### src/design/cache_cfg.svh
`ifndef CACHE_CFG_SVH
`define CACHE_CFG_SVH

// Cache geometry
`define CACHE_WAYS 4
`define CACHE_SETS 16

// Word and address sizes
`define CACHE_DATA_W 32
`define CACHE_ADDR_W 16

// Transaction id carried by core requests
`define CACHE_TID_W 4

// Derived widths
`define CACHE_BE_W (`CACHE_DATA_W / 8)
`define CACHE_SET_W ($clog2(`CACHE_SETS))
`define CACHE_WAY_W ($clog2(`CACHE_WAYS))
`define CACHE_OFF_W ($clog2(`CACHE_BE_W))

// Tag sits above set index and byte offset
`define CACHE_TAG_W (`CACHE_ADDR_W - `CACHE_SET_W - `CACHE_OFF_W)

`endif

### src/design/cache_pkg.sv
`include "cache_cfg.svh"

package cache_pkg;

    // Address split with the tag in the high bits
    typedef struct packed {
        logic [`CACHE_TAG_W-1:0] tag;
        logic [`CACHE_SET_W-1:0] set;
        logic [`CACHE_OFF_W-1:0] off;
    } addr_fields_t;

    typedef union packed {
        logic [`CACHE_ADDR_W-1:0] flat;
        addr_fields_t             f;
    } addr_u;

    typedef struct packed {
        addr_u                    addr;
        logic                     is_store;
        logic [`CACHE_DATA_W-1:0] wdata;
        logic [`CACHE_BE_W-1:0]   be;
        logic [`CACHE_TID_W-1:0]  tid;
        logic                     need_rsp;
    } core_req_t;

    // rdata is meaningless for store responses
    typedef struct packed {
        logic [`CACHE_TID_W-1:0]  tid;
        logic [`CACHE_DATA_W-1:0] rdata;
    } core_rsp_t;

    typedef struct packed {
        logic [`CACHE_WAY_W-1:0]  way;
        addr_u                    addr;
        logic [`CACHE_DATA_W-1:0] data;
    } refill_t;

    typedef struct packed {
        logic [`CACHE_ADDR_W-`CACHE_OFF_W-1:0] nline;
        logic [`CACHE_TID_W-1:0]               tid;
    } miss_t;

    typedef struct packed {
        logic [`CACHE_ADDR_W-1:0] addr;
        logic [`CACHE_DATA_W-1:0] data;
        logic [`CACHE_BE_W-1:0]   be;
    } wbuf_t;

    // Item held in stage 1, either a core access or a refill write
    typedef struct packed {
        logic                     is_refill;
        logic                     is_store;
        addr_u                    addr;
        logic [`CACHE_DATA_W-1:0] data;
        logic [`CACHE_BE_W-1:0]   be;
        logic [`CACHE_WAY_W-1:0]  way;
        logic [`CACHE_TID_W-1:0]  tid;
        logic                     need_rsp;
    } st1_t;

endpackage

### src/design/cache_req_stage.sv
`timescale 1ns/10ps

module cache_req_stage (
    input  logic                 clk_i,
    input  logic                 rst_ni,

    input  logic                 core_req_valid_i,
    input  cache_pkg::core_req_t core_req_i,

    input  logic                 refill_valid_i,
    input  cache_pkg::refill_t   refill_i,

    output logic                 core_req_ready_o,
    output logic                 st1_valid_o,
    output cache_pkg::st1_t      st1_o
);

    logic            st0_valid;
    cache_pkg::st1_t st0_item;

    logic            st1_valid_q;
    cache_pkg::st1_t st1_q;

    // Refill always wins and the core waits behind it
    assign core_req_ready_o = ~refill_valid_i;

    assign st0_valid = refill_valid_i | core_req_valid_i;

    // Build the stage-1 item from the granted source
    always_comb begin
        if (refill_valid_i) begin
            st0_item.is_refill = 1'b1;
            st0_item.is_store  = 1'b0;
            st0_item.addr      = refill_i.addr;
            st0_item.data      = refill_i.data;
            // full line word is written
            st0_item.be        = '1;
            st0_item.way       = refill_i.way;
            st0_item.tid       = '0;
            st0_item.need_rsp  = 1'b0;
        end else begin
            st0_item.is_refill = 1'b0;
            st0_item.is_store  = core_req_i.is_store;
            st0_item.addr      = core_req_i.addr;
            st0_item.data      = core_req_i.wdata;
            st0_item.be        = core_req_i.be;
            st0_item.way       = '0;
            st0_item.tid       = core_req_i.tid;
            st0_item.need_rsp  = core_req_i.need_rsp;
        end
    end

    // Stage-1 payload
    always_ff @(posedge clk_i) begin
        if (st0_valid) begin
            st1_q <= st0_item;
        end
    end

    always_ff @(posedge clk_i or negedge rst_ni) begin
        if (!rst_ni) begin
            st1_valid_q <= 1'b0;
        end else begin
            st1_valid_q <= st0_valid;
        end
    end

    assign st1_valid_o = st1_valid_q;
    assign st1_o       = st1_q;

endmodule

### src/design/cache_way.sv
`timescale 1ns/10ps
`include "cache_cfg.svh"

module cache_way #(
    parameter int unsigned WAY_ID = 0
) (
    input  logic                     clk_i,
    input  logic                     rst_ni,

    input  logic                     st1_valid_i,
    input  cache_pkg::st1_t          st1_i,

    output logic                     hit_o,
    output logic [`CACHE_DATA_W-1:0] rdata_o
);

    localparam int unsigned WAY_W = `CACHE_WAY_W;

    logic [`CACHE_SETS-1:0]   valid_q;
    logic [`CACHE_TAG_W-1:0]  tag_q  [`CACHE_SETS];
    logic [`CACHE_DATA_W-1:0] data_q [`CACHE_SETS];

    logic [`CACHE_SET_W-1:0]  set;
    logic [`CACHE_TAG_W-1:0]  tag;
    logic                     refill_we;
    logic                     store_we;
    logic [`CACHE_DATA_W-1:0] merged;

    assign set = st1_i.addr.f.set;
    assign tag = st1_i.addr.f.tag;

    // Lookup for core items only
    assign hit_o   = st1_valid_i & ~st1_i.is_refill & valid_q[set] & (tag_q[set] == tag);
    assign rdata_o = data_q[set];

    assign refill_we = st1_valid_i & st1_i.is_refill & (st1_i.way == WAY_W'(WAY_ID));
    assign store_we  = hit_o & st1_i.is_store;

    // Refills carry a full byte enable and overwrite the whole word
    always_comb begin
        merged = data_q[set];
        for (int b = 0; b < `CACHE_BE_W; b++) begin
            if (st1_i.be[b]) begin
                merged[8*b +: 8] = st1_i.data[8*b +: 8];
            end
        end
    end

    always_ff @(posedge clk_i or negedge rst_ni) begin
        if (!rst_ni) begin
            valid_q <= '0;
        end else if (refill_we) begin
            valid_q[set] <= 1'b1;
        end
    end

    always_ff @(posedge clk_i) begin
        if (refill_we) begin
            tag_q[set] <= tag;
        end
        if (refill_we | store_we) begin
            data_q[set] <= merged;
        end
    end

endmodule

### src/design/cache_rsp_collect.sv
`timescale 1ns/10ps
`include "cache_cfg.svh"

module cache_rsp_collect (
    input  logic                                        st1_valid_i,
    input  cache_pkg::st1_t                             st1_i,

    input  logic [`CACHE_WAYS-1:0]                      way_hit_i,
    input  logic [`CACHE_WAYS-1:0][`CACHE_DATA_W-1:0]   way_rdata_i,

    output logic                                        core_rsp_valid_o,
    output cache_pkg::core_rsp_t                        core_rsp_o,

    output logic                                        miss_valid_o,
    output cache_pkg::miss_t                            miss_o,

    output logic                                        wbuf_write_o,
    output cache_pkg::wbuf_t                            wbuf_o
);

    logic                     any_hit;
    logic [`CACHE_DATA_W-1:0] hit_data;
    logic                     is_load;
    logic                     is_store;

    // At most one way hits, so an OR of masked words picks it
    always_comb begin
        hit_data = '0;
        for (int w = 0; w < `CACHE_WAYS; w++) begin
            hit_data = hit_data | (way_rdata_i[w] & {`CACHE_DATA_W{way_hit_i[w]}});
        end
    end

    assign any_hit = |way_hit_i;

    assign is_load  = st1_valid_i & ~st1_i.is_refill & ~st1_i.is_store;
    assign is_store = st1_valid_i & ~st1_i.is_refill & st1_i.is_store;

    // Core response
    assign core_rsp_valid_o = (is_load & any_hit) | (is_store & st1_i.need_rsp);
    assign core_rsp_o.tid   = st1_i.tid;
    assign core_rsp_o.rdata = hit_data;

    // Load miss notice
    assign miss_valid_o = is_load & ~any_hit;
    assign miss_o.nline = {st1_i.addr.f.tag, st1_i.addr.f.set};
    assign miss_o.tid   = st1_i.tid;

    // Every store goes out to the write buffer whether it hit or not
    assign wbuf_write_o = is_store;
    assign wbuf_o.addr  = st1_i.addr.flat;
    assign wbuf_o.data  = st1_i.data;
    assign wbuf_o.be    = st1_i.be;

endmodule

### src/design/cache_ctrl_top.sv
`timescale 1ns/10ps
`include "cache_cfg.svh"

module cache_ctrl_top (
    input  logic                 clk_i,
    input  logic                 rst_ni,

    // Core request
    input  logic                 core_req_valid_i,
    input  cache_pkg::core_req_t core_req_i,
    output logic                 core_req_ready_o,

    // Refill write
    input  logic                 refill_valid_i,
    input  cache_pkg::refill_t   refill_i,

    // Core response
    output logic                 core_rsp_valid_o,
    output cache_pkg::core_rsp_t core_rsp_o,

    // Miss notice
    output logic                 miss_valid_o,
    output cache_pkg::miss_t     miss_o,

    // Write buffer
    output logic                 wbuf_write_o,
    output cache_pkg::wbuf_t     wbuf_o
);

    logic                                      st1_valid;
    cache_pkg::st1_t                           st1;
    logic [`CACHE_WAYS-1:0]                    way_hit;
    logic [`CACHE_WAYS-1:0][`CACHE_DATA_W-1:0] way_rdata;

    cache_req_stage cache_req_stage_i (
        .clk_i            (clk_i),
        .rst_ni           (rst_ni),
        .core_req_valid_i (core_req_valid_i),
        .core_req_i       (core_req_i),
        .refill_valid_i   (refill_valid_i),
        .refill_i         (refill_i),
        .core_req_ready_o (core_req_ready_o),
        .st1_valid_o      (st1_valid),
        .st1_o            (st1)
    );

    // All ways look up the same item in parallel
    for (genvar w = 0; w < `CACHE_WAYS; w++) begin : gen_way
        cache_way #(
            .WAY_ID (w)
        ) cache_way_i (
            .clk_i       (clk_i),
            .rst_ni      (rst_ni),
            .st1_valid_i (st1_valid),
            .st1_i       (st1),
            .hit_o       (way_hit[w]),
            .rdata_o     (way_rdata[w])
        );
    end

    cache_rsp_collect cache_rsp_collect_i (
        .st1_valid_i      (st1_valid),
        .st1_i            (st1),
        .way_hit_i        (way_hit),
        .way_rdata_i      (way_rdata),
        .core_rsp_valid_o (core_rsp_valid_o),
        .core_rsp_o       (core_rsp_o),
        .miss_valid_o     (miss_valid_o),
        .miss_o           (miss_o),
        .wbuf_write_o     (wbuf_write_o),
        .wbuf_o           (wbuf_o)
    );

endmodule

### config.mk
export PLATFORM = sky130hd
export DESIGN_NAME = cache_ctrl_top
export DESIGN_NICKNAME = d
export VERILOG_FILES = /design/src/design/cache_pkg.sv /design/src/design/cache_req_stage.sv /design/src/design/cache_way.sv /design/src/design/cache_rsp_collect.sv /design/src/design/cache_ctrl_top.sv
export VERILOG_INCLUDE_DIRS = /design/src /design/src/design
export SDC_FILE = /design/constraint.sdc
export NUM_CORES = 2
export LEC_CHECK = 0
export ABC_AREA = 1
export BUFFER_PORTS_ARGS = -buffer_cell sky130_fd_sc_hd__buf_2
export CELL_PAD_IN_SITES_DETAIL_PLACEMENT = 0
export CELL_PAD_IN_SITES_GLOBAL_PLACEMENT = 1
export CORE_MARGIN = 1.5
export CORE_UTILIZATION = 50
export DETAILED_ROUTE_END_ITERATION = 12
export HOLD_SLACK_MARGIN = 0.03
export MAX_ROUTING_LAYER = met4
export PLACE_DENSITY_LB_ADDON = 0.3
export SYNTH_ARGS = -nofsm -noshare
export SYNTH_HDL_FRONTEND = slang
export SYNTH_SLANG_ARGS = --single-unit
### constraint.sdc
create_clock -name clk_i -period 10.4 [get_ports clk_i]
set_input_delay 0.52 -clock clk_i [delete_from_list [all_inputs] [get_ports clk_i]]
set_output_delay 0.52 -clock clk_i [all_outputs]
set_load 0.05 [all_outputs]
==> results_dict.tcl <==
set metrics [dict create \
    status "complete, no violations" \
    post_synth_fa_ha_maj_area_fraction_pct 0 \
    synth_nets 9435 \
    fillCellCount 18200 \
    grt_setup_unrepaired "no" \
    grtUsageTotal_pct 30.2 \
    async_reset_ff_share_pct 2.31 \
    largest_family_of_logic_cells_by_synthesized_area "simple AND/OR/NAND/NOR gates" \
    netlist.area_leader.share_pct 72.0 \
    postSynthRegisterBits 2818 \
    reg2reg_slack_ps 3760 \
    final_worst_path_cycle_share_pct 70.6 \
    globalRouteOverflowTotal 0 \
    cts_made_buffers 302 \
    vdd_drop_max_v 0.000205 \
    setup_slack_ps 3060 \
    slew_headroom_pct 7.56 \
    critical_path_class "reg2out" \
    critical-path-top-delay-family "buffers and inverters" \
    floorplan_core_area_um2 228000 \
    port_buffers 221 \
    period_needed_ps 7340 \
    post_route_cells_drive_above_1_share_pct 9.70 \
    areaGrowthSynthToFinish_pct 12.4 \
    die_w_um 482 \
    critical_path.max_stage_delay_ps 870 \
    mappedNetlistArea_um2 115000 \
    hpwlAfterDp_um 187000 \
    critical_path.slowest_cell "sky130_fd_sc_hd__buf_4" \
    timing.critical_path.cells "inv_8 > buf_12 > buf_4 > buf_4 > o21ai_0 > o22ai_1 > o21ai_0 > o21ai_0 > nand3_1 > nand2_1 > inv_1 > nand2_1 > buf_2" \
    io-pin-count 222 \
    floorplan.die_area_um2 232000 \
    leakagePower_nw 44.3 \
    grt_pass1_vias 72800 \
    crit_buf_inv 6 \
    placer_congestion_estimate 0.877 \
    worst_hold_path.num_cells 2 \
    detailroute.via_count 77500 \
    number_of_enable_flip_flop_cells_after_synthesis 2749 \
    synth_seq_area_share_pct 73.5 \
    final_core_util_pct 56.6 \
    max-clock-path-buffers 4 \
    postRouteAntennaNets 0 \
    crit_path_max_fanout 210 \
    avgSynthCellArea_um2 12.3 \
    ys_warn_count 0 \
    worst_r2r_path_depth 15 \
    max_slew.worst_pin.slew_ps 1390 \
    maximum_clock_frequency_ghz 0.136 \
    design_power_total_mw 26.7 \
    floorplan.initialDensity_pct 50.4 \
    pre_cts_slack_ps 3790 \
    fin_setup_tns_ps 0 \
    power-per-cell-area_nw_per_um2 207 \
    drv_slew 0 \
    worst_setup_path_end_kind "output port" \
    yosys.area.top_type "sky130_fd_sc_hd__edfxtp_1" \
    synthCells 9323 \
    cts_tree "done" \
    setup_viol 0 \
    clkLatencyLatePin_ps 960 \
    rows 175 \
    clockRootBuffer "sky130_fd_sc_hd__clkbuf_16" \
    cts_sinks 2818 \
    hold-path-endpoint "cache_req_stage_i.st1_o[60]$_DFFE_PN_" \
    yosys.area_share.xor_xnor_pct 0 \
    die_y_um 482 \
    rr_endpoint "gen_way[0].cache_way_i.data_q[6][24]$_DFFE_PP_" \
    finalNetCount 9545 \
    post_synth_main_area_contributors "sky130_fd_sc_hd__edfxtp_1, sky130_fd_sc_hd__o21ai_0, sky130_fd_sc_hd__nand2_1" \
    grt_first_pass_wirelength_um 496000 \
    finalClockSkew_ps 78.5 \
    yosys.area_share.simple_pct 12.3 \
    drtPass1Iterations 6 \
    setup.worst_path.start_class "flop" \
    synth-compound-area-share_pct 10.2 \
    routed_via_density 6.12 \
    grt_antenna_before_repair 15 \
    remaining_drc_errors 0 \
    drt_iter0_drc 10300 \
    grt_start_max_net_pins 211 \
    crit_top_cell "sky130_fd_sc_hd__o21ai_0" \
    ctsHtreeMaxLevel 5 \
    cap_violations 0 \
    post_synth_mux_area_share_pct 0.148 \
    critPathArrivalTime_ps 6820 \
    worstHoldPathType "in2reg" \
    hold_start "refill_valid_i" \
    route.detailed.wl_per_inst_um 27.1 \
    cp_data_required_time_ps 9880 \
    ys.flop_type "sky130_fd_sc_hd__edfxtp_1" \
    clk_transition_reported_paths_ps 60 \
    route.final.wire_length_um 343000 \
    ys_types 30 \
    report.final.hold_viol_count 0 \
]
==> stage by stage <==
step           instances  instance area, um^2  hold slack [ps]
3_5_place_dp       12000               119000              442
6_report           12700               129000              220
2_1_floorplan       9323               115000              224
3_3_place_gp       12000               119000              436
4_1_cts            12700               129000              169
5_1_grt            12700               129000              231
==> cells in the final DEF (no fill, tap or decap), types with 36 or more instances in the layout <==
cell / n
sky130_fd_sc_hd__o211ai_1: 115
sky130_fd_sc_hd__buf_4: 184
sky130_fd_sc_hd__nand3_1: 664
sky130_fd_sc_hd__dlygate4sd3_1: 109
sky130_fd_sc_hd__o22ai_1: 281
sky130_fd_sc_hd__clkinv_2: 36
sky130_fd_sc_hd__dfrtp_1: 65
sky130_fd_sc_hd__nand2_1: 1468
sky130_fd_sc_hd__clkbuf_1: 75
sky130_fd_sc_hd__inv_1: 270
sky130_fd_sc_hd__a21oi_4: 65
sky130_fd_sc_hd__clkinv_1: 57
sky130_fd_sc_hd__o221ai_1: 267
sky130_fd_sc_hd__or2_2: 38
sky130_fd_sc_hd__o21ai_0: 1229
sky130_fd_sc_hd__nor2_1: 1288
sky130_fd_sc_hd__buf_2: 221
sky130_fd_sc_hd__clkbuf_16: 309
sky130_fd_sc_hd__edfxtp_1: 2749
==> final cells by class <==
type	count	area [um^2]	area share, %
multi-input cells	5509	26800	20.8
repair buffers	525	3800	2.95
clock inverters	125	1030	0.799
inverters	277	1070	0.829
flip-flops and latches	2818	84300	65.4
clock buffers	389	8080	6.27
diodes	19	47.5	0.0369
well taps	3009	3760	2.92
==> cell families (layout without fill, tap and decap cells) <==
logic type,count (synthesis),count (layout)
flops,2818,2818
simple gates,3495,3495
buf+inv,996,1316
compound gates,1997,1997
other cells,0,19
mux,17,17
==> power by group <==
part / internal (mW) / total (mW) / switching [mW]
clock network: 5.86 / 10.1 / 4.27
logic: 0.743 / 3.37 / 2.63
registers: 13.1 / 13.2 / 0.0953
total: 19.7 / 26.7 / 6.99
==> registers in the layout, indices dropped and copies added (netlist names), named ones only <==
| name | flops |
|---|---|
| gen_way.cache_way_i.data_q | 2048 |
| gen_way.cache_way_i.tag_q | 640 |
| gen_way.cache_way_i.valid_q | 64 |
| cache_req_stage_i.st1_o | 61 |
| cache_req_stage_i.st1_valid_o | 1 |
==> Yosys cell counts (5+ instances only) <==
cell type and count:
sky130_fd_sc_hd__edfxtp_1 2749, sky130_fd_sc_hd__nand2_1 1474, sky130_fd_sc_hd__nor2_1 1291, sky130_fd_sc_hd__o21ai_0 1230
sky130_fd_sc_hd__nand3_1 668, sky130_fd_sc_hd__clkbuf_1 362, sky130_fd_sc_hd__o22ai_1 281, sky130_fd_sc_hd__inv_1 275
sky130_fd_sc_hd__o221ai_1 267, sky130_fd_sc_hd__buf_2 198, sky130_fd_sc_hd__o211ai_1 115, sky130_fd_sc_hd__buf_4 113
sky130_fd_sc_hd__a21oi_1 82, sky130_fd_sc_hd__dfrtp_1 65, sky130_fd_sc_hd__buf_1 40, sky130_fd_sc_hd__or2_2 39
sky130_fd_sc_hd__mux2i_1 17, sky130_fd_sc_hd__o21ai_1 17, sky130_fd_sc_hd__nand4_1 7, sky130_fd_sc_hd__buf_6 6
sky130_fd_sc_hd__nor2_2 5
==> how the worst max path moves through the flow <==
stage,start,end,slack [ps],cells after the start
after floorplan,cache_req_stage_i.st1_o[53]$_DFFE_PN_,gen_way[0].cache_way_i.data_q[6][0]$_DFFE_PP_,6060,9
after global placement,flop,gen_way[0].cache_way_i.data_q[11][9]$_DFFE_PP_,3830,16
after detailed placement,flop,gen_way[0].cache_way_i.data_q[11][27]$_DFFE_PP_,3790,16
after CTS,flop,core_rsp_o[5],3230,13
after global routing,flop,core_rsp_o[5],2750,13
final,flop,core_rsp_o[26],3060,13
==> metal layers <==
metal	part of all wire, %	up-vias	GRT usage (%)	wire length, um
li1	-	34000	-	-
met1	41	38600	42.4	140000
met5	0	-	-	0
met4	3.4	0	10.7	11700
met3	11	622	6.48	38700
met2	45	4266	43.6	153000
==> timing repair <==
action / 4_1_cts / 5_1_grt
endpoints found under the hold margin: 129 / 0
setup buffers: 0 / 0
gates resized for setup: 0 / 0
hold buffers: 109 / 0
No activity file was read; power rests on OpenSTA's default activity.
